## src/verilog/dw_macros.svh

```systemverilog
/*
 * Global size macros for the AXI4-Lite downsizer.
 * Address width, slave and master data and strobe widths,
 * the downsize factor and the beat select position and width.
 */
`ifndef DW_MACROS_SVH
`define DW_MACROS_SVH

// Address width shared by both ports.
`define DW_ADDR_WIDTH 16

// Data width of the wide slave port.
`define DW_SLV_DATA_WIDTH 64

// Data width of the narrow master port.
`define DW_MST_DATA_WIDTH 32

// One strobe bit per data byte on each port.
`define DW_SLV_STRB_WIDTH 8
`define DW_MST_STRB_WIDTH 4

// Number of narrow beats that make up one wide transaction.
`define DW_FACTOR 2

// Width of the beat counter, log2 of the downsize factor.
`define DW_SEL_WIDTH 1

// Lowest address bit of the beat select, log2 of the master strobe width.
`define DW_SEL_OFFSET 2

`endif

```

## src/verilog/dw_chan_pkg.sv

```systemverilog
/*
 * Channel payload types of the downsizer.
 * Address, data and strobe types for both ports,
 * plus the AW and AR request channel structs.
 */
`include "dw_macros.svh"

package dw_chan_pkg;

  // Byte address, identical on both ports.
  typedef logic [`DW_ADDR_WIDTH-1:0] addr_t;

  // Wide data and strobe as seen on the slave port.
  typedef logic [`DW_SLV_DATA_WIDTH-1:0] slv_data_t;
  typedef logic [`DW_SLV_STRB_WIDTH-1:0] slv_strb_t;

  // Narrow data and strobe as driven on the master port.
  typedef logic [`DW_MST_DATA_WIDTH-1:0] mst_data_t;
  typedef logic [`DW_MST_STRB_WIDTH-1:0] mst_strb_t;

  // AXI protection attributes.
  typedef logic [2:0] prot_t;

  // Write address channel payload.
  // The address sits in the upper bits and the protection in the lower bits.
  typedef struct packed {
    addr_t addr;
    prot_t prot;
  } aw_chan_t;

  // Read address channel payload.
  // It has the same layout as AW but is kept as its own type so that
  // the two request channels cannot be swapped by mistake.
  typedef struct packed {
    addr_t addr;
    prot_t prot;
  } ar_chan_t;

endpackage

```

## src/verilog/dw_resp_pkg.sv

```systemverilog
/*
 * Response types of the downsizer.
 * AXI response code with its four named values and the beat select type.
 */
`include "dw_macros.svh"

package dw_resp_pkg;

  // AXI response code, shared by B and R.
  typedef logic [1:0] resp_t;

  // The encodings are chosen by AXI so that an OR of two codes
  // never reports less severity than either input.
  localparam resp_t RESP_OKAY   = 2'b00;
  localparam resp_t RESP_EXOKAY = 2'b01;
  localparam resp_t RESP_SLVERR = 2'b10;
  localparam resp_t RESP_DECERR = 2'b11;

  // Counts the narrow beats within one wide transaction.
  typedef logic [`DW_SEL_WIDTH-1:0] beat_sel_t;

endpackage

```

## src/verilog/dw_addr_splitter.sv

```systemverilog
/*
 * Address splitter for the downsizer.
 * Holds one AW or AR request and issues one aligned master
 * address per narrow beat, lower beat first.
 */
`timescale 1ns/10ps
`include "dw_macros.svh"

module dw_addr_splitter #(
  parameter type chan_t = dw_chan_pkg::aw_chan_t
) (
  input  logic  clk_i,
  input  logic  reset_i,
  input  chan_t chan_i,
  input  logic  valid_i,
  output logic  ready_o,
  output chan_t chan_o,
  output logic  valid_o,
  input  logic  ready_i
);

  // One-entry request buffer and its occupancy flag.
  chan_t buf_q;
  logic  full_q;

  // Index of the narrow beat currently offered on the master side.
  dw_resp_pkg::beat_sel_t sel_q;

  logic beat_xfer;
  logic last_beat;
  logic take;

  // A narrow beat leaves on every master handshake.
  assign beat_xfer = valid_o & ready_i;
  assign last_beat = (sel_q == dw_resp_pkg::beat_sel_t'(`DW_FACTOR - 1));

  // The buffer accepts when empty, or when its final beat leaves in this
  // same cycle, so back-to-back requests lose no cycle.
  assign ready_o = ~full_q | (beat_xfer & last_beat);
  assign take    = valid_i & ready_o;

  // Master valid is simply the occupancy of the buffer.
  assign valid_o = full_q;

  // The beat counter replaces the select bits of the address.
  // Bits below the select are cleared so that every beat is word aligned.
  always_comb begin
    chan_o = buf_q;
    chan_o.addr[`DW_SEL_OFFSET +: `DW_SEL_WIDTH] = sel_q;
    chan_o.addr[`DW_SEL_OFFSET-1:0] = '0;
  end

  always_ff @(posedge clk_i) begin
    if (reset_i) begin
      full_q <= 1'b0;
      sel_q  <= '0;
    end else begin
      // A new request wins over the release of the old one.
      if (take) begin
        full_q <= 1'b1;
      end else if (beat_xfer && last_beat) begin
        full_q <= 1'b0;
      end
      // The counter wraps to zero after the last beat.
      if (beat_xfer) begin
        sel_q <= dw_resp_pkg::beat_sel_t'(sel_q + 1'b1);
      end
    end
  end

  // Request payload.
  always_ff @(posedge clk_i) begin
    if (take) begin
      buf_q <= chan_i;
    end
  end

  // A stalled master request keeps both its payload and its beat address.
  a_chan_stable: assert property (@(posedge clk_i) disable iff (reset_i)
    (valid_o && !ready_i) |=> (valid_o && $stable(chan_o)))
    else $error("Master address changed while stalled.");

endmodule

```

## src/verilog/dw_wdata_slicer.sv

```systemverilog
/*
 * Write data slicer for the downsizer.
 * Holds one wide W beat and sends its data and strobe halves
 * on the narrow master W channel, lower half first.
 */
`timescale 1ns/10ps
`include "dw_macros.svh"

module dw_wdata_slicer (
  input  logic                  clk_i,
  input  logic                  reset_i,
  input  dw_chan_pkg::slv_data_t slv_data_i,
  input  dw_chan_pkg::slv_strb_t slv_strb_i,
  input  logic                  slv_valid_i,
  output logic                  slv_ready_o,
  output dw_chan_pkg::mst_data_t mst_data_o,
  output dw_chan_pkg::mst_strb_t mst_strb_o,
  output logic                  mst_valid_o,
  input  logic                  mst_ready_i
);

  // Buffered wide beat.
  dw_chan_pkg::slv_data_t data_q;
  dw_chan_pkg::slv_strb_t strb_q;
  logic                   full_q;

  // Selects which narrow lane group goes out next.
  dw_resp_pkg::beat_sel_t sel_q;

  logic beat_xfer;
  logic last_beat;
  logic take;

  assign beat_xfer = mst_valid_o & mst_ready_i;
  assign last_beat = (sel_q == dw_resp_pkg::beat_sel_t'(`DW_FACTOR - 1));

  // Same buffering rule as the address path. Empty, or emptying now.
  assign slv_ready_o = ~full_q | (beat_xfer & last_beat);
  assign take        = slv_valid_i & slv_ready_o;
  assign mst_valid_o = full_q;

  // Lane select.
  // A half with an all-zero strobe is still sent, which keeps the beat count
  // equal to the address splitter's and the B count predictable.
  assign mst_data_o = data_q[sel_q*`DW_MST_DATA_WIDTH +: `DW_MST_DATA_WIDTH];
  assign mst_strb_o = strb_q[sel_q*`DW_MST_STRB_WIDTH +: `DW_MST_STRB_WIDTH];

  always_ff @(posedge clk_i) begin
    if (reset_i) begin
      full_q <= 1'b0;
      sel_q  <= '0;
    end else begin
      if (take) begin
        full_q <= 1'b1;
      end else if (beat_xfer && last_beat) begin
        full_q <= 1'b0;
      end
      if (beat_xfer) begin
        sel_q <= dw_resp_pkg::beat_sel_t'(sel_q + 1'b1);
      end
    end
  end

  // Wide beat payload, loaded on slave handshake.
  always_ff @(posedge clk_i) begin
    if (take) begin
      data_q <= slv_data_i;
      strb_q <= slv_strb_i;
    end
  end

  // Under stall the master W beat must not change.
  a_w_stable: assert property (@(posedge clk_i) disable iff (reset_i)
    (mst_valid_o && !mst_ready_i) |=>
      (mst_valid_o && $stable(mst_data_o) && $stable(mst_strb_o)))
    else $error("Master W beat changed while stalled.");

endmodule

```

## src/verilog/dw_resp_merger.sv

```systemverilog
/*
 * Response merger for the downsizer.
 * Collects the narrow B and R beats and presents one wide B or R
 * response, with the response codes ORed across the beats.
 */
`timescale 1ns/10ps
`include "dw_macros.svh"

module dw_resp_merger (
  input  logic                   clk_i,
  input  logic                   reset_i,
  input  dw_resp_pkg::resp_t     mst_b_resp_i,
  input  logic                   mst_b_valid_i,
  output logic                   mst_b_ready_o,
  output dw_resp_pkg::resp_t     slv_b_resp_o,
  output logic                   slv_b_valid_o,
  input  logic                   slv_b_ready_i,
  input  dw_chan_pkg::mst_data_t mst_r_data_i,
  input  dw_resp_pkg::resp_t     mst_r_resp_i,
  input  logic                   mst_r_valid_i,
  output logic                   mst_r_ready_o,
  output dw_chan_pkg::slv_data_t slv_r_data_o,
  output dw_resp_pkg::resp_t     slv_r_resp_o,
  output logic                   slv_r_valid_o,
  input  logic                   slv_r_ready_i
);

  // Write response path.
  dw_resp_pkg::beat_sel_t b_sel_q;
  dw_resp_pkg::resp_t     b_resp_q;
  logic                   b_last;
  logic                   b_xfer;

  // Read response path.
  dw_resp_pkg::beat_sel_t r_sel_q;
  dw_resp_pkg::resp_t     r_resp_q;
  dw_chan_pkg::mst_data_t r_data_q;
  logic                   r_last;
  logic                   r_xfer;

  assign b_last = (b_sel_q == dw_resp_pkg::beat_sel_t'(`DW_FACTOR - 1));
  assign r_last = (r_sel_q == dw_resp_pkg::beat_sel_t'(`DW_FACTOR - 1));

  // Early beats are absorbed at once. The last beat is passed through, so
  // its handshake is tied directly to the slave side.
  assign mst_b_ready_o = b_last ? slv_b_ready_i : 1'b1;
  assign slv_b_valid_o = b_last & mst_b_valid_i;
  assign slv_b_resp_o  = b_resp_q | mst_b_resp_i;
  assign b_xfer        = mst_b_valid_i & mst_b_ready_o;

  assign mst_r_ready_o = r_last ? slv_r_ready_i : 1'b1;
  assign slv_r_valid_o = r_last & mst_r_valid_i;
  assign slv_r_resp_o  = r_resp_q | mst_r_resp_i;
  // The live beat is the upper half, the stored one the lower half.
  assign slv_r_data_o  = {mst_r_data_i, r_data_q};
  assign r_xfer        = mst_r_valid_i & mst_r_ready_o;

  always_ff @(posedge clk_i) begin
    if (reset_i) begin
      b_sel_q  <= '0;
      b_resp_q <= dw_resp_pkg::RESP_OKAY;
      r_sel_q  <= '0;
      r_resp_q <= dw_resp_pkg::RESP_OKAY;
    end else begin
      if (b_xfer) begin
        b_sel_q <= dw_resp_pkg::beat_sel_t'(b_sel_q + 1'b1);
        // Accumulate, then start clean for the next transaction.
        if (b_last) begin
          b_resp_q <= dw_resp_pkg::RESP_OKAY;
        end else begin
          b_resp_q <= b_resp_q | mst_b_resp_i;
        end
      end
      if (r_xfer) begin
        r_sel_q <= dw_resp_pkg::beat_sel_t'(r_sel_q + 1'b1);
        if (!r_last) begin
          r_resp_q <= mst_r_resp_i;
        end
      end
    end
  end

  // Lower read half, captured from beat 0.
  always_ff @(posedge clk_i) begin
    if (r_xfer && !r_last) begin
      r_data_q <= mst_r_data_i;
    end
  end

  // A wide response stalled on the slave side keeps its value until taken.
  a_b_stable: assert property (@(posedge clk_i) disable iff (reset_i)
    (slv_b_valid_o && !slv_b_ready_i) |=> (slv_b_valid_o && $stable(slv_b_resp_o)))
    else $error("Slave B response changed while stalled.");

  a_r_stable: assert property (@(posedge clk_i) disable iff (reset_i)
    (slv_r_valid_o && !slv_r_ready_i) |=>
      (slv_r_valid_o && $stable(slv_r_data_o) && $stable(slv_r_resp_o)))
    else $error("Slave R beat changed while stalled.");

endmodule

```

## src/verilog/dw_downsizer.sv

```systemverilog
/*
 * AXI4-Lite 64 to 32 bit downsizer top level.
 * Connects the AW and AR splitters, the W slicer and the
 * B/R merger between the slave and master ports.
 */
`timescale 1ns/10ps

module dw_downsizer (
  input  logic                   clk_i,
  input  logic                   reset_i,
  // Slave port, 64 bit.
  input  dw_chan_pkg::addr_t     slv_aw_addr_i,
  input  dw_chan_pkg::prot_t     slv_aw_prot_i,
  input  logic                   slv_aw_valid_i,
  output logic                   slv_aw_ready_o,
  input  dw_chan_pkg::slv_data_t slv_w_data_i,
  input  dw_chan_pkg::slv_strb_t slv_w_strb_i,
  input  logic                   slv_w_valid_i,
  output logic                   slv_w_ready_o,
  output dw_resp_pkg::resp_t     slv_b_resp_o,
  output logic                   slv_b_valid_o,
  input  logic                   slv_b_ready_i,
  input  dw_chan_pkg::addr_t     slv_ar_addr_i,
  input  dw_chan_pkg::prot_t     slv_ar_prot_i,
  input  logic                   slv_ar_valid_i,
  output logic                   slv_ar_ready_o,
  output dw_chan_pkg::slv_data_t slv_r_data_o,
  output dw_resp_pkg::resp_t     slv_r_resp_o,
  output logic                   slv_r_valid_o,
  input  logic                   slv_r_ready_i,
  // Master port, 32 bit.
  output dw_chan_pkg::addr_t     mst_aw_addr_o,
  output dw_chan_pkg::prot_t     mst_aw_prot_o,
  output logic                   mst_aw_valid_o,
  input  logic                   mst_aw_ready_i,
  output dw_chan_pkg::mst_data_t mst_w_data_o,
  output dw_chan_pkg::mst_strb_t mst_w_strb_o,
  output logic                   mst_w_valid_o,
  input  logic                   mst_w_ready_i,
  input  dw_resp_pkg::resp_t     mst_b_resp_i,
  input  logic                   mst_b_valid_i,
  output logic                   mst_b_ready_o,
  output dw_chan_pkg::addr_t     mst_ar_addr_o,
  output dw_chan_pkg::prot_t     mst_ar_prot_o,
  output logic                   mst_ar_valid_o,
  input  logic                   mst_ar_ready_i,
  input  dw_chan_pkg::mst_data_t mst_r_data_i,
  input  dw_resp_pkg::resp_t     mst_r_resp_i,
  input  logic                   mst_r_valid_i,
  output logic                   mst_r_ready_o
);

  // Request channels bundled as structs for the splitters.
  dw_chan_pkg::aw_chan_t slv_aw_chan;
  dw_chan_pkg::aw_chan_t mst_aw_chan;
  dw_chan_pkg::ar_chan_t slv_ar_chan;
  dw_chan_pkg::ar_chan_t mst_ar_chan;

  assign slv_aw_chan   = '{addr: slv_aw_addr_i, prot: slv_aw_prot_i};
  assign slv_ar_chan   = '{addr: slv_ar_addr_i, prot: slv_ar_prot_i};
  assign mst_aw_addr_o = mst_aw_chan.addr;
  assign mst_aw_prot_o = mst_aw_chan.prot;
  assign mst_ar_addr_o = mst_ar_chan.addr;
  assign mst_ar_prot_o = mst_ar_chan.prot;

  // Write address, one wide request into two beat addresses.
  dw_addr_splitter #(
    .chan_t (dw_chan_pkg::aw_chan_t)
  ) u_aw_splitter (
    .clk_i   (clk_i),
    .reset_i (reset_i),
    .chan_i  (slv_aw_chan),
    .valid_i (slv_aw_valid_i),
    .ready_o (slv_aw_ready_o),
    .chan_o  (mst_aw_chan),
    .valid_o (mst_aw_valid_o),
    .ready_i (mst_aw_ready_i)
  );

  // Read address, same splitting.
  dw_addr_splitter #(
    .chan_t (dw_chan_pkg::ar_chan_t)
  ) u_ar_splitter (
    .clk_i   (clk_i),
    .reset_i (reset_i),
    .chan_i  (slv_ar_chan),
    .valid_i (slv_ar_valid_i),
    .ready_o (slv_ar_ready_o),
    .chan_o  (mst_ar_chan),
    .valid_o (mst_ar_valid_o),
    .ready_i (mst_ar_ready_i)
  );

  // Write data lanes.
  dw_wdata_slicer u_wdata_slicer (
    .clk_i       (clk_i),
    .reset_i     (reset_i),
    .slv_data_i  (slv_w_data_i),
    .slv_strb_i  (slv_w_strb_i),
    .slv_valid_i (slv_w_valid_i),
    .slv_ready_o (slv_w_ready_o),
    .mst_data_o  (mst_w_data_o),
    .mst_strb_o  (mst_w_strb_o),
    .mst_valid_o (mst_w_valid_o),
    .mst_ready_i (mst_w_ready_i)
  );

  // B and R recombination.
  dw_resp_merger u_resp_merger (
    .clk_i         (clk_i),
    .reset_i       (reset_i),
    .mst_b_resp_i  (mst_b_resp_i),
    .mst_b_valid_i (mst_b_valid_i),
    .mst_b_ready_o (mst_b_ready_o),
    .slv_b_resp_o  (slv_b_resp_o),
    .slv_b_valid_o (slv_b_valid_o),
    .slv_b_ready_i (slv_b_ready_i),
    .mst_r_data_i  (mst_r_data_i),
    .mst_r_resp_i  (mst_r_resp_i),
    .mst_r_valid_i (mst_r_valid_i),
    .mst_r_ready_o (mst_r_ready_o),
    .slv_r_data_o  (slv_r_data_o),
    .slv_r_resp_o  (slv_r_resp_o),
    .slv_r_valid_o (slv_r_valid_o),
    .slv_r_ready_i (slv_r_ready_i)
  );

endmodule

```

## config.mk

```make
export PLATFORM = sky130hd
export DESIGN_NAME = dw_downsizer
export DESIGN_NICKNAME = d
export VERILOG_FILES = /design/src/verilog/dw_chan_pkg.sv /design/src/verilog/dw_resp_pkg.sv /design/src/verilog/dw_addr_splitter.sv /design/src/verilog/dw_wdata_slicer.sv /design/src/verilog/dw_resp_merger.sv /design/src/verilog/dw_downsizer.sv
export VERILOG_INCLUDE_DIRS = /design/src /design/src/verilog
export SDC_FILE = /design/constraint.sdc
export NUM_CORES = 1
export LEC_CHECK = 0
export ABC_AREA = 1
export BUFFER_PORTS_ARGS = -buffer_cell sky130_fd_sc_hd__buf_2
export CORE_AREA = 2 2 120 122
export DETAILED_ROUTE_END_ITERATION = 12
export DIE_AREA = 0 0 122 124
export HOLD_SLACK_MARGIN = 0.06
export PLACE_DENSITY = 0.81
export SLEW_MARGIN = 20
export SYNTH_ARGS = -nofsm -noshare
export SYNTH_HDL_FRONTEND = slang
export SYNTH_SLANG_ARGS = --single-unit
export TNS_END_PERCENT = 5
```

## constraint.sdc

```tcl
create_clock -name clk_i -period 8.6 [get_ports clk_i]
set_input_delay 1.72 -clock clk_i [delete_from_list [all_inputs] [get_ports clk_i]]
set_output_delay 1.72 -clock clk_i [all_outputs]
set_load 0.05 [all_outputs]
```

Word-level counts from Yosys, hierarchy flattened
Cells that the tools add are included.
{"block": "totals", "regBits": 154, "latch_bits": 0, "ramBits": 0, "rom_bits": 0, "inputBits": 158, "output_inout_bits": 152, "word_cells": 64, "memories": 0}
{"block": "classes", "addsub": 5, "multipliers": 0, "div_mod_pow": 0, "order_cmp": 0, "n_eq_ne": 0, "shifts": 2, "n_mux": 9, "bitwise_logic": 22, "reduce_logical": 9}
{"op": "variable part select 64 x 7 -> 32 bit", "n": 1}
{"op": "AND 1 bit", "n": 13}
{"op": "2-to-1 mux 1 bit", "n": 8}
{"op": "variable part select 8 x 4 -> 4 bit", "n": 1}
{"op": "nonzero test 2 bit", "n": 3}
{"op": "adder 1 bit, second input constant", "n": 5}
{"op": "logical AND 1 bit", "n": 4}
{"op": "inverter 1 bit", "n": 4}
{"op": "bitwise OR 2 bit", "n": 2}
{"op": "bitwise OR 1 bit", "n": 3}
{"op": "2-to-1 mux 2 bit", "n": 1}
{"op": "AND reduction 2 bit", "n": 1}
{"op": "zero test 1 bit", "n": 1}

Depth between registers and ports, before layout
Gate-level depths: netlist of the first run.
{"block": "logic_depth", "depth_word": 5, "depth_mapped": 6, "ltp_nobuf": 6}

Cells and area by module
Synthesis of the first run repeated with hierarchy kept, for this count alone.
{"block": "hier_totals", "hier_cells": 375, "area_unflattened_um2": 5460.2}
{"module": "dw_wdata_slicer", "instances": 1, "cells_each": 201, "area_per_inst_um2": 2775.2, "seq_area_each_um2": 2202.1}
{"module": "dw_resp_merger", "instances": 1, "cells_each": 108, "area_per_inst_um2": 1483.9, "seq_area_each_um2": 1081.0}
{"module": "dw_addr_splitter", "instances": 2, "cells_each": 33, "area_per_inst_um2": 600.6, "seq_area_each_um2": 520.5}

Least setup slack after synthesis of the first run
No wires, ideal clock.
{"block": "synth_path", "path_kind": "input-to-reg", "from": "input port mst_w_ready_i", "to": "register u_wdata_slicer.data_q[0] (enable)", "setup_time_ns": 0.438, "t_arrival_ns": 4.121, "t_required_ns": 8.162, "setup_slack_ns": 4.041, "cell_stages": 3, "path_buffers": 0, "path_cell_list": "nand2_1 -> o21ai_2 -> and2_1"}
{"block": "synth_between", "elab_chain_len": 4}
{"element": "from (decl)", "line": "dw_downsizer.sv:39", "text": "input logic mst_w_ready_i,"}
{"element": "AND 1 bit", "line": "dw_wdata_slicer.sv:34", "text": "assign beat_xfer = mst_valid_o & mst_ready_i;"}
{"element": "AND 1 bit", "line": "dw_wdata_slicer.sv:38", "text": "assign slv_ready_o = ~full_q | (beat_xfer & last_beat);"}
{"element": "bitwise OR 1 bit", "line": "dw_wdata_slicer.sv:38"}
{"element": "named net slv_w_ready_o", "line": "dw_downsizer.sv:19", "text": "output logic slv_w_ready_o,"}
{"element": "AND 1 bit", "line": "dw_wdata_slicer.sv:39", "text": "assign take = slv_valid_i & slv_ready_o;"}
{"element": "named net u_wdata_slicer.take", "line": "dw_wdata_slicer.sv:32", "text": "logic take;"}
{"element": "to (signal assigned)", "line": "dw_wdata_slicer.sv:67", "text": "data_q <= slv_data_i;"}
{"element": "to (decl)", "line": "dw_wdata_slicer.sv:23", "text": "dw_chan_pkg::slv_data_t data_q;"}
The timed path passes the listed nets, and every way through them passes these cells.
A chain may end at the register's enable or synchronous reset.

Worst setup path in the final report of the first run
{"block": "layout_path", "from": "input port mst_aw_ready_i", "to": "output port slv_aw_ready_o"}
{"block": "layout_between", "elab_chain_len": 3}
{"element": "from (decl)", "line": "dw_downsizer.sv:35", "text": "input logic mst_aw_ready_i,"}
{"element": "AND 1 bit", "line": "dw_addr_splitter.sv:34", "text": "assign beat_xfer = valid_o & ready_i;"}
{"element": "AND 1 bit", "line": "dw_addr_splitter.sv:39", "text": "assign ready_o = ~full_q | (beat_xfer & last_beat);"}
{"element": "bitwise OR 1 bit", "line": "dw_addr_splitter.sv:39"}
{"element": "to (decl)", "line": "dw_downsizer.sv:15", "text": "output logic slv_aw_ready_o,"}
No other way between the ends.

==> results of run 1 <==
-- state kept, by name, indices dropped and copies added (netlist names) --
signal and cells:
u_aw_splitter.last_beat 1, u_ar_splitter.chan_o 16, u_wdata_slicer.last_beat 1, u_resp_merger.r_resp_q 2, u_wdata_slicer.mst_valid_o 1, u_ar_splitter.last_beat 1, u_aw_splitter.chan_o 16, u_aw_splitter.valid_o 1
u_wdata_slicer.data_q 64, u_resp_merger.b_last 1, u_resp_merger.r_last 1, u_ar_splitter.valid_o 1, u_resp_merger.r_data_q 32, u_wdata_slicer.strb_q 8, u_resp_merger.b_resp_q 2
-- worst max-delay path by stage --
stage,from,endpoint,slack [ns],cells past startpoint
after CTS,mst_aw_ready_i,slv_aw_ready_o,4.45,4
after global routing,mst_aw_ready_i,slv_aw_ready_o,4.39,4
final,mst_aw_ready_i,slv_aw_ready_o,4.44,4
after global placement,mst_aw_ready_i,slv_aw_ready_o,4.52,4
after floorplan,mst_w_ready_i,u_wdata_slicer.data_q[0],4.04,3
after detailed placement,mst_aw_ready_i,slv_aw_ready_o,4.48,4
-- power groups by stage --
| stage | sequential [mW] | clock, mW | combinational, mW |
|---|---|---|---|
| detailed placement | 0.866 | 0 | 0.321 |
| floorplan | 0.935 | 0 | 0.168 |
| CTS | 0.851 | 0.858 | 0.321 |
| global route | 0.855 | 0.892 | 0.336 |
| finish | 0.851 | 0.843 | 0.319 |
| global placement | 0.864 | 0 | 0.315 |
-- per-layer routing --
layer / part of all wire, % / vias up / global-route usage [%]
li1: - / 1776 / -
met1: 36 / 1693 / 17.6
met2: 54 / 179 / 29.2
met3: 7.8 / 19 / 5.54
met4: 2.2 / 0 / 8.26
met5: 0 / - / 0
-- cell type report --
class	instances	area [um^2]
flip-flops and latches	148	4320
clock buffers	24	492
repair buffers	301	1510
inverters	19	71.3
fillers	1129	6250
multi-input cells	160	648
well taps	180	225
clock inverters	8	194
-- metrics by stage --
| step | hold WS [ns] | setup slack, ns | instance area, um^2 |
|---|---|---|---|
| after floorplan | 0.431 | 4.04 | 5390 |
| after global placement | 0.441 | 4.52 | 6780 |
| after detailed placement | 0.462 | 4.48 | 6780 |
| after CTS | 0.470 | 4.45 | 7470 |
| after global routing | 0.486 | 4.39 | 7470 |
| final | 0.473 | 4.44 | 7470 |
-- synth_stat cells --
cell type	number	area (um^2)
inv_2	1	3.75
buf_6	4	45.0
nor2_1	2	7.51
a21oi_1	10	50.1
nand3_1	1	5.00
o21ai_0	2	10.0
o21ai_2	1	8.76
nand4_1	2	12.5
o21ai_1	3	15.0
and2_1	3	18.8
or2_2	2	12.5
edfxtp_1	136	4080
conb_1	1	3.75
dfxtp_1	12	240
nand3b_1	1	7.51
buf_2	4	20.0
nand2_1	129	484
inv_1	18	67.6
buf_4	38	285
-- worst max-delay path, cell delays in order --
cell	delay (ns)
buf_2	0.07
nand2_1	0.07
o21ai_1	0.25
buf_2	0.32
-- cells by family after synthesis --
family | synth area share (%)
AOI/OAI and AO/OA | 1.56
buffers and inverters | 7.84
DFF | 80.4
other | 0.0697
and+or+nand+nor | 10.2
==> impl_metrics.env, run 1 <==
export IMPL_cts_buffer_depth=2
export IMPL_dr_pass1_iters=4
export IMPL_avgViaCountPerCell=4.37
export IMPL_clkLatencyLatePin_ns=0.41
export IMPL_pwr_share_comb_pct=15.8
export IMPL_min_period_ns=4.16
export IMPL_ys_ff_latch=148
export IMPL_reg2reg_from="u_wdata_slicer.last_beat"
export IMPL_dieWidth_um=122
export IMPL_tightest_slew_ns=0.896
export IMPL_htreeDepth=4
export IMPL_grt_pass1_vias=3537
export IMPL_drt_wl_total_um=12600
export IMPL_cts_sinks=148
export IMPL_layout_nets=805
export IMPL_relSlewSlack_pct=40.3
export IMPL_power_switching_share_pct=26.3
export IMPL_place_inst=808
export IMPL_drt_iter0_drc=219
export IMPL_internal_power_mw=1.48
export IMPL_cts_hold_buf=0
export IMPL_stdcell_count=840
export IMPL_path_class="in2out"
export IMPL_clkPwrFrac_pct=41.9
export IMPL_routedWlPerCell_um=15.0
export IMPL_p_sw_mw=0.528
export IMPL_drc=0
export IMPL_coreArea_mm2=0.0137
export IMPL_clock_tree_root_cell="clkbuf_16"
export IMPL_die_area_mm2=0.0151
export IMPL_vdd_ir_drop_worst_v=0.000189
export IMPL_hold_path_end="u_resp_merger.b_resp_q[0]"
export IMPL_placementRows=43
export IMPL_fin_util_pct=54.4
export IMPL_yosysSeqAreaShare_pct=80.4
export IMPL_gp_congestion=0.808
export IMPL_cp_data_required_time_ns=6.88
export IMPL_syn_area_mm2=0.00538
export IMPL_status="finished, final reports clean"
export IMPL_rsz0062_at_grt="false"
export IMPL_start_util_pct=39.2
export IMPL_finClkSkew_ns=0.00646
export IMPL_cts_resized=0
export IMPL_final_common_cell="buf_2"
export IMPL_syn_mean_instance_area_um2=14.5
export IMPL_arrival_ns=2.44
export IMPL_cts_tree="yes"
export IMPL_reg2reg_slack_ns=5.89
export IMPL_cts_clk_slew_worst_paths_ns=0.06
export IMPL_grt_pass1_wl_um=18100
export IMPL_drtAntennaViolNets=0
export IMPL_worstReg2RegEnd="u_wdata_slicer.data_q[49]"
export IMPL_grt_overflow_total=0
export IMPL_p_per_area_mw_per_mm2=270
export IMPL_grt_use_total_pct=16.5
export IMPL_diodes=0
export IMPL_area_growth_pct=38.7
export IMPL_most_common_layout_cells="299 x buf_2, 136 x edfxtp_1, 129 x nand2_1"
export IMPL_cts_buffers=17
export IMPL_antenna_found_initial=0
export IMPL_io_buffers=299
export IMPL_p_leak_nw=3.43
export IMPL_post_cts_buffers=0
export IMPL_reg2reg_depth=5
export IMPL_finalHoldViolations=0
export IMPL_grt_max_degree=73
export IMPL_hp_class="reg2reg"
export IMPL_p_total_mw=2.01
export IMPL_setup_viol=0
export IMPL_detailed_place_hpwl_um=9450
export IMPL_slew_violations=0
export IMPL_ios=310
export IMPL_hp_start="u_resp_merger.b_resp_q[0]"
export IMPL_final_layout_size_suffix_gt1_share_pct=50.9
export IMPL_synthDistinctLibCells=19
export IMPL_fmax_mhz=240
export IMPL_syn_inst=370
export IMPL_cp_max_fo=3
export IMPL_hold_path_depth=2
export IMPL_die_y_um=124
export IMPL_finalSetupTns_ns=0
export IMPL_start_kind="primary input"
export IMPL_dr_total_vias=3667
export IMPL_timing_final_crit_share_pct=48.4
export IMPL_seq_power_share_pct=42.3
export IMPL_max_cap_violations=0
export IMPL_ys_warnings_count=0
export IMPL_cp_end_kind="output port"
Note: power is estimated with default switching activity, not from simulation.
==> inputs of run 2 (changes only) <==
CORE_AREA = unset   (was 2 2 120 122)
CORE_UTILIZATION = 39   (was unset)
DIE_AREA = unset   (was 0 0 122 124)
PLACE_DENSITY = 0.84   (was 0.81)
clock period = 3.8 ns   (was 8.6 ns; I/O delays follow)
==> run 2 against run 1 <==
Compared with the run above:
- power is 120% higher
- setup slack worse by 3.1 ns
- combinational power is 130% higher
- sequential share of layout area increased by 0.29 points
- critical path depth increased by 1
- sequential power increased by 130%
- count of clock-buffer cells in the layout is the same
- non-clock buffer count grew 2
- wire length shrank 1.3%
- utilization up 1.2 points
- clock skew fell by 0.0010 ns
- clock power is 110% higher
- critical endpoint is now mst_w_data_o[24]
- largest cell class unchanged
- highest routed layer unchanged
==> impl_metrics.env, run 2 (synthesis gave the netlist of run 1 again) <==
export IMPL_clkLatencyLatePin_ns=0.41
export IMPL_p_leak_nw=3.42
export IMPL_slew_violations=0
export IMPL_io_buffers=299
export IMPL_coreArea_mm2=0.0133
export IMPL_rsz0062_at_grt="false"
export IMPL_drtAntennaViolNets=0
export IMPL_path_class="reg2out"
export IMPL_dr_total_vias=3720
export IMPL_min_period_ns=2.48
export IMPL_clkPwrFrac_pct=40.1
export IMPL_grt_overflow_total=0
export IMPL_cp_end_kind="output port"
export IMPL_drc=0
export IMPL_cp_max_fo=34
export IMPL_grt_pass1_vias=3665
export IMPL_cts_buffer_depth=2
export IMPL_area_growth_pct=38.0
export IMPL_hp_class="reg2reg"
export IMPL_drt_iter0_drc=203
export IMPL_start_kind="flip-flop"
export IMPL_arrival_ns=1.72
export IMPL_grt_use_total_pct=17.7
export IMPL_internal_power_mw=3.22
export IMPL_finalHoldViolations=0
export IMPL_status="finished, final reports clean"
export IMPL_layout_nets=807
export IMPL_largestRegisters="u_wdata_slicer.data_q: 64 flops, u_resp_merger.r_data_q: 32 flops"
export IMPL_stdcell_count=838
export IMPL_p_sw_mw=1.20
export IMPL_tightest_slew_ns=0.897
export IMPL_timing_final_crit_share_pct=65.3
export IMPL_setup_viol=0
export IMPL_cts_resized=0
export IMPL_ios=310
export IMPL_largest_reg_flops=64
export IMPL_max_cap_violations=0
export IMPL_htreeDepth=4
export IMPL_dr_pass1_iters=4
export IMPL_avgViaCountPerCell=4.44
export IMPL_relSlewSlack_pct=40.2
export IMPL_seq_power_share_pct=43.5
export IMPL_die_area_mm2=0.0143
export IMPL_die_y_um=119
export IMPL_clock_tree_root_cell="clkbuf_16"
export IMPL_dieWidth_um=119
export IMPL_gp_congestion=0.780
export IMPL_grt_max_degree=73
export IMPL_cts_tree="yes"
export IMPL_cts_buffers=17
export IMPL_p_per_area_mw_per_mm2=595
export IMPL_placementRows=42
export IMPL_post_cts_buffers=0
export IMPL_finClkSkew_ns=0.00543
export IMPL_routedWlPerCell_um=14.9
export IMPL_cp_data_required_time_ns=3.04
export IMPL_finalSetupTns_ns=0
export IMPL_cts_sinks=148
export IMPL_cts_clk_slew_worst_paths_ns=0.05
export IMPL_grt_pass1_wl_um=18400
export IMPL_final_common_cell="buf_2"
export IMPL_antenna_found_initial=0
export IMPL_top_register="u_wdata_slicer.data_q"
export IMPL_most_common_layout_cells="299 x buf_2, 136 x edfxtp_1, 129 x nand2_1"
export IMPL_cts_hold_buf=0
export IMPL_vdd_ir_drop_worst_v=0.000325
export IMPL_pwr_share_comb_pct=16.3
export IMPL_start_util_pct=40.3
export IMPL_drt_wl_total_um=12500
export IMPL_power_switching_share_pct=27.1
export IMPL_place_inst=806
export IMPL_final_layout_size_suffix_gt1_share_pct=50.9
export IMPL_fmax_mhz=403
export IMPL_diodes=0
export IMPL_detailed_place_hpwl_um=9170
[run 2: final timing paths]
path	start	end	slack, ns	depth (start not counted)
max	u_wdata_slicer.last_beat	mst_w_data_o[24]	1.32	5
min	u_resp_merger.b_resp_q[0]	u_resp_merger.b_resp_q[0]	0.46	2
max reg2reg	u_wdata_slicer.mst_valid_o	u_wdata_slicer.data_q[44]	1.92	4
min reg2reg	u_resp_merger.b_resp_q[0]	u_resp_merger.b_resp_q[0]	0.46	2
[run 2: worst max-delay path: stages, from the launching register on]
cell and delay, ns:
dfxtp_1 0.31, inv_2 0.12, buf_4 0.36, nand2_1 0.13
nand2_1 0.10, buf_2 0.26
[run 2: power groups by stage]
stage / logic, mW / clock network, mW / registers, mW
4_1_cts: 0.730 / 1.81 / 1.93
2_1_floorplan: 0.380 / 0 / 2.12
6_report: 0.723 / 1.77 / 1.93
5_1_grt: 0.759 / 1.89 / 1.93
3_5_place_dp: 0.726 / 0 / 1.96
3_3_place_gp: 0.715 / 0 / 1.95
[run 2: layer usage]
| metal | track usage, % | part of all wire, % |
|---|---|---|
| met3 | 7.23 | 8.0 |
| met5 | 0 | 0 |
| met2 | 30.6 | 53 |
| met4 | 8.13 | 2.8 |
| met1 | 18.6 | 37 |
[run 2: metrics by stage]
step	total power, mW	cell area [um^2]	utilization, %	hold slack, ns	setup slack, ns
3_3_place_gp	2.67	6790	50.9	0.440	1.48
3_5_place_dp	2.69	6790	50.9	0.455	1.43
2_1_floorplan	2.50	5390	-	0.431	0.201
5_1_grt	4.58	7430	55.7	0.474	1.19
6_report	4.42	7430	55.7	0.459	1.32
4_1_cts	4.47	7430	55.7	0.463	1.27
[run 2: area by class of cell]
type                       instances  area (um^2)
sequential                       148         4320
inverter                          19         71.3
tap                              176          220
clock buffer                      24          492
fill                            1130         5920
multi-input combinational        160          648
clock inverter                     8          146
timing repair buffer             303         1530
==> inputs of run 3 (changes only) <==
ABC_AREA = 0   (was 1)
CORE_AREA = 2 2 121 123   (was unset)
CORE_UTILIZATION = unset   (was 39)
DIE_AREA = 0 0 123 125   (was unset)
PLACE_DENSITY = 0.81   (was 0.84)
clock period = 2.4 ns   (was 3.8 ns; I/O delays follow)
==> run 3 against run 2 <==
Compared with the run above:
- clock power increased by 34%
- wire length increased by 0.27%
- setup slack got worse by 1.2 ns
- largest power group unchanged
==> impl_metrics.env, run 3 <==
export IMPL_clkLatencyLatePin_ns=0.41
export IMPL_synth_common_cells="136 x edfxtp_1, 38 x buf_4, 20 x mux2_4"
export IMPL_synth_area_mux_share_pct=9.25
export IMPL_hp_class="in2reg"
export IMPL_min_period_ns=2.32
export IMPL_yosysTopAreaCellShare_pct=75.5
export IMPL_dieWidth_um=123
export IMPL_finClkSkew_ns=0.00566
export IMPL_dr_total_vias=3408
export IMPL_synth_compound_area_share_pct=1.16
export IMPL_relSlewSlack_pct=45.9
export IMPL_htreeDepth=4
export IMPL_gp_congestion=0.769
export IMPL_cp_max_fo=27
export IMPL_grt_max_degree=73
export IMPL_cts_resized=0
export IMPL_grt_overflow_total=0
export IMPL_synth_top_family_by_area="multiplexers"
export IMPL_yosys_area_share_xor_xnor_pct=0.486
export IMPL_yosysSeqAreaShare_pct=79.9
export IMPL_cts_hold_buf=0
export IMPL_arrival_ns=1.84
export IMPL_start_kind="flip-flop"
export IMPL_vdd_ir_drop_worst_v=0.000462
export IMPL_io_buffers=299
export IMPL_cts_buffer_depth=2
export IMPL_cts_clk_slew_worst_paths_ns=0.06
export IMPL_synth_simple_area_share_pct=2.84
export IMPL_antenna_found_initial=0
export IMPL_grt_pass1_wl_um=18300
export IMPL_finalHoldViolations=0
export IMPL_ys_ff_latch=148
export IMPL_drc=0
export IMPL_drt_iter0_drc=111
export IMPL_p_leak_nw=3.21
export IMPL_synth_edf_count=136
export IMPL_syn_mean_instance_area_um2=19.5
export IMPL_status="finished, final reports clean"
export IMPL_max_cap_violations=0
export IMPL_detailed_place_hpwl_um=9660
export IMPL_yosysTopAreaCell="edfxtp_1"
export IMPL_layout_nets=717
export IMPL_synthDistinctLibCells=25
export IMPL_yosysMostFrequentCell="edfxtp_1"
export IMPL_clock_tree_root_cell="clkbuf_16"
export IMPL_cp_end_kind="output port"
export IMPL_top_register="u_wdata_slicer.data_q"
export IMPL_syn_inst=277
export IMPL_synthTopCellsByArea="edfxtp_1 75%, mux2_4 5.6%, buf_4 5.3%, dfxtp_1 4.4%, mux2_2 3.3%"
export IMPL_start_util_pct=38.1
export IMPL_most_common_layout_cells="299 x buf_2, 136 x edfxtp_1, 20 x mux2_4"
export IMPL_rsz0062_at_grt="false"
export IMPL_final_common_cell="buf_2"
export IMPL_grt_pass1_vias=3632
export IMPL_dr_pass1_iters=4
export IMPL_setup_viol=0
export IMPL_ios=310
export IMPL_placementRows=44
export IMPL_cts_tree="yes"
export IMPL_fmax_mhz=431
export IMPL_cts_sinks=148
export IMPL_largestRegisters="u_wdata_slicer.data_q: 64 flops, u_resp_merger.r_data_q: 32 flops"
export IMPL_largest_reg_flops=64
export IMPL_path_class="reg2out"
export IMPL_routedWlPerCell_um=16.5
export IMPL_die_y_um=125
export IMPL_yosys_area_share_adder_pct=0
export IMPL_cts_buffers=17
export IMPL_ys_warnings_count=0
export IMPL_drt_wl_total_um=12500
export IMPL_timing_final_crit_share_pct=96.8
export IMPL_synthArstFlopShare_pct=0
export IMPL_avgViaCountPerCell=4.50
export IMPL_post_cts_buffers=0
export IMPL_coreArea_mm2=0.0142
export IMPL_synthFlopType="edfxtp_1"
export IMPL_final_layout_size_suffix_gt1_share_pct=65.4
export IMPL_tightest_slew_ns=0.809
export IMPL_p_total_mw=6.59
export IMPL_drtAntennaViolNets=0
export IMPL_area_growth_pct=37.4
export IMPL_syn_area_mm2=0.00541
export IMPL_slew_violations=0
export IMPL_die_area_mm2=0.0154
export IMPL_grt_use_total_pct=16.1
export IMPL_p_per_area_mw_per_mm2=887
export IMPL_finalSetupTns_ns=0
export IMPL_cp_data_required_time_ns=1.92
==> run 3: cell count changes after synthesis, sizes merged, moves of 4 or more <==
| cell | change |
|---|---|
| o21ai | -5 |
| nor2b | +4 |
| inv | -16 |
| nand2 | -125 |
| a21oi | -8 |
| mux2 | +36 |
| buf | -4 |
| nor2 | +13 |
==> run 3: path summary, 6_finish.rpt <==
kind	from	to	slack, ns	depth (start not counted)
setup / recovery	u_wdata_slicer.last_beat	mst_w_data_o[29]	0.08	3
hold / removal	slv_ar_prot_i[2]	u_ar_splitter.chan_o[2]	0.24	1
setup reg to reg	u_wdata_slicer.last_beat	u_wdata_slicer.strb_q[6]	0.66	3
hold reg to reg	u_resp_merger.r_resp_q[1]	u_resp_merger.r_resp_q[1]	0.51	2
==> run 3: logic make-up after synthesis <==
kind of cell / count (synthesis)
AOI/OAI and AO/OA: 9
DFF: 148
other: 1
buffers and inverters: 46
and+or+nand+nor: 32
xor gates and xnor gates: 3
muxes: 38
==> run 3: report_power, final <==
group / internal, mW / switching [mW] / leakage [nW]
logic: 0.308 / 0.847 / 1.55
registers: 3.00 / 0.0551 / 1.40
clock network: 1.42 / 0.960 / 0.258
total: 4.73 / 1.86 / 3.21
==> run 3: cell type report <==
| cell class | instances | area [um^2] |
|---|---|---|
| diodes | 1 | 2.50 |
| clock buffers | 23 | 488 |
| clock inverters | 9 | 52.6 |
| fillers | 1181 | 6770 |
| inverters | 3 | 11.3 |
| multi-input cells | 86 | 773 |
| flip-flops and latches | 148 | 4330 |
| well taps | 184 | 230 |
| repair buffers | 303 | 1550 |
==> run 3: routing by layer <==
layer  wire length, um  track usage, %  vias up
li1                  -               -     1556
met1              4450            16.3     1643
met2              6530            29.1      189
met3              1330            7.44       20
met4               184            5.15        0
met5                 0               0        -
==> run 3: stage by stage <==
stage | worst slack, ns | cell area (um^2) | util (%) | hold WS [ns] | instances
floorplan | 0.133 | 5430 | - | 0.452 | 280
global placement | 0.422 | 6890 | 48.5 | 0.468 | 724
detailed placement | 0.160 | 6890 | 48.5 | 0.511 | 724
CTS | 0.0265 | 7430 | 52.3 | 0.215 | 756
global route | 0.00218 | 7430 | 52.3 | 0.215 | 756
finish | 0.0771 | 7430 | 52.3 | 0.243 | 757
==> run 3: critical path: stages (launching register included) <==
cell,delay (ns)
dfxtp_2,0.56
buf_12,0.26
mux2_2,0.37
buf_2,0.21
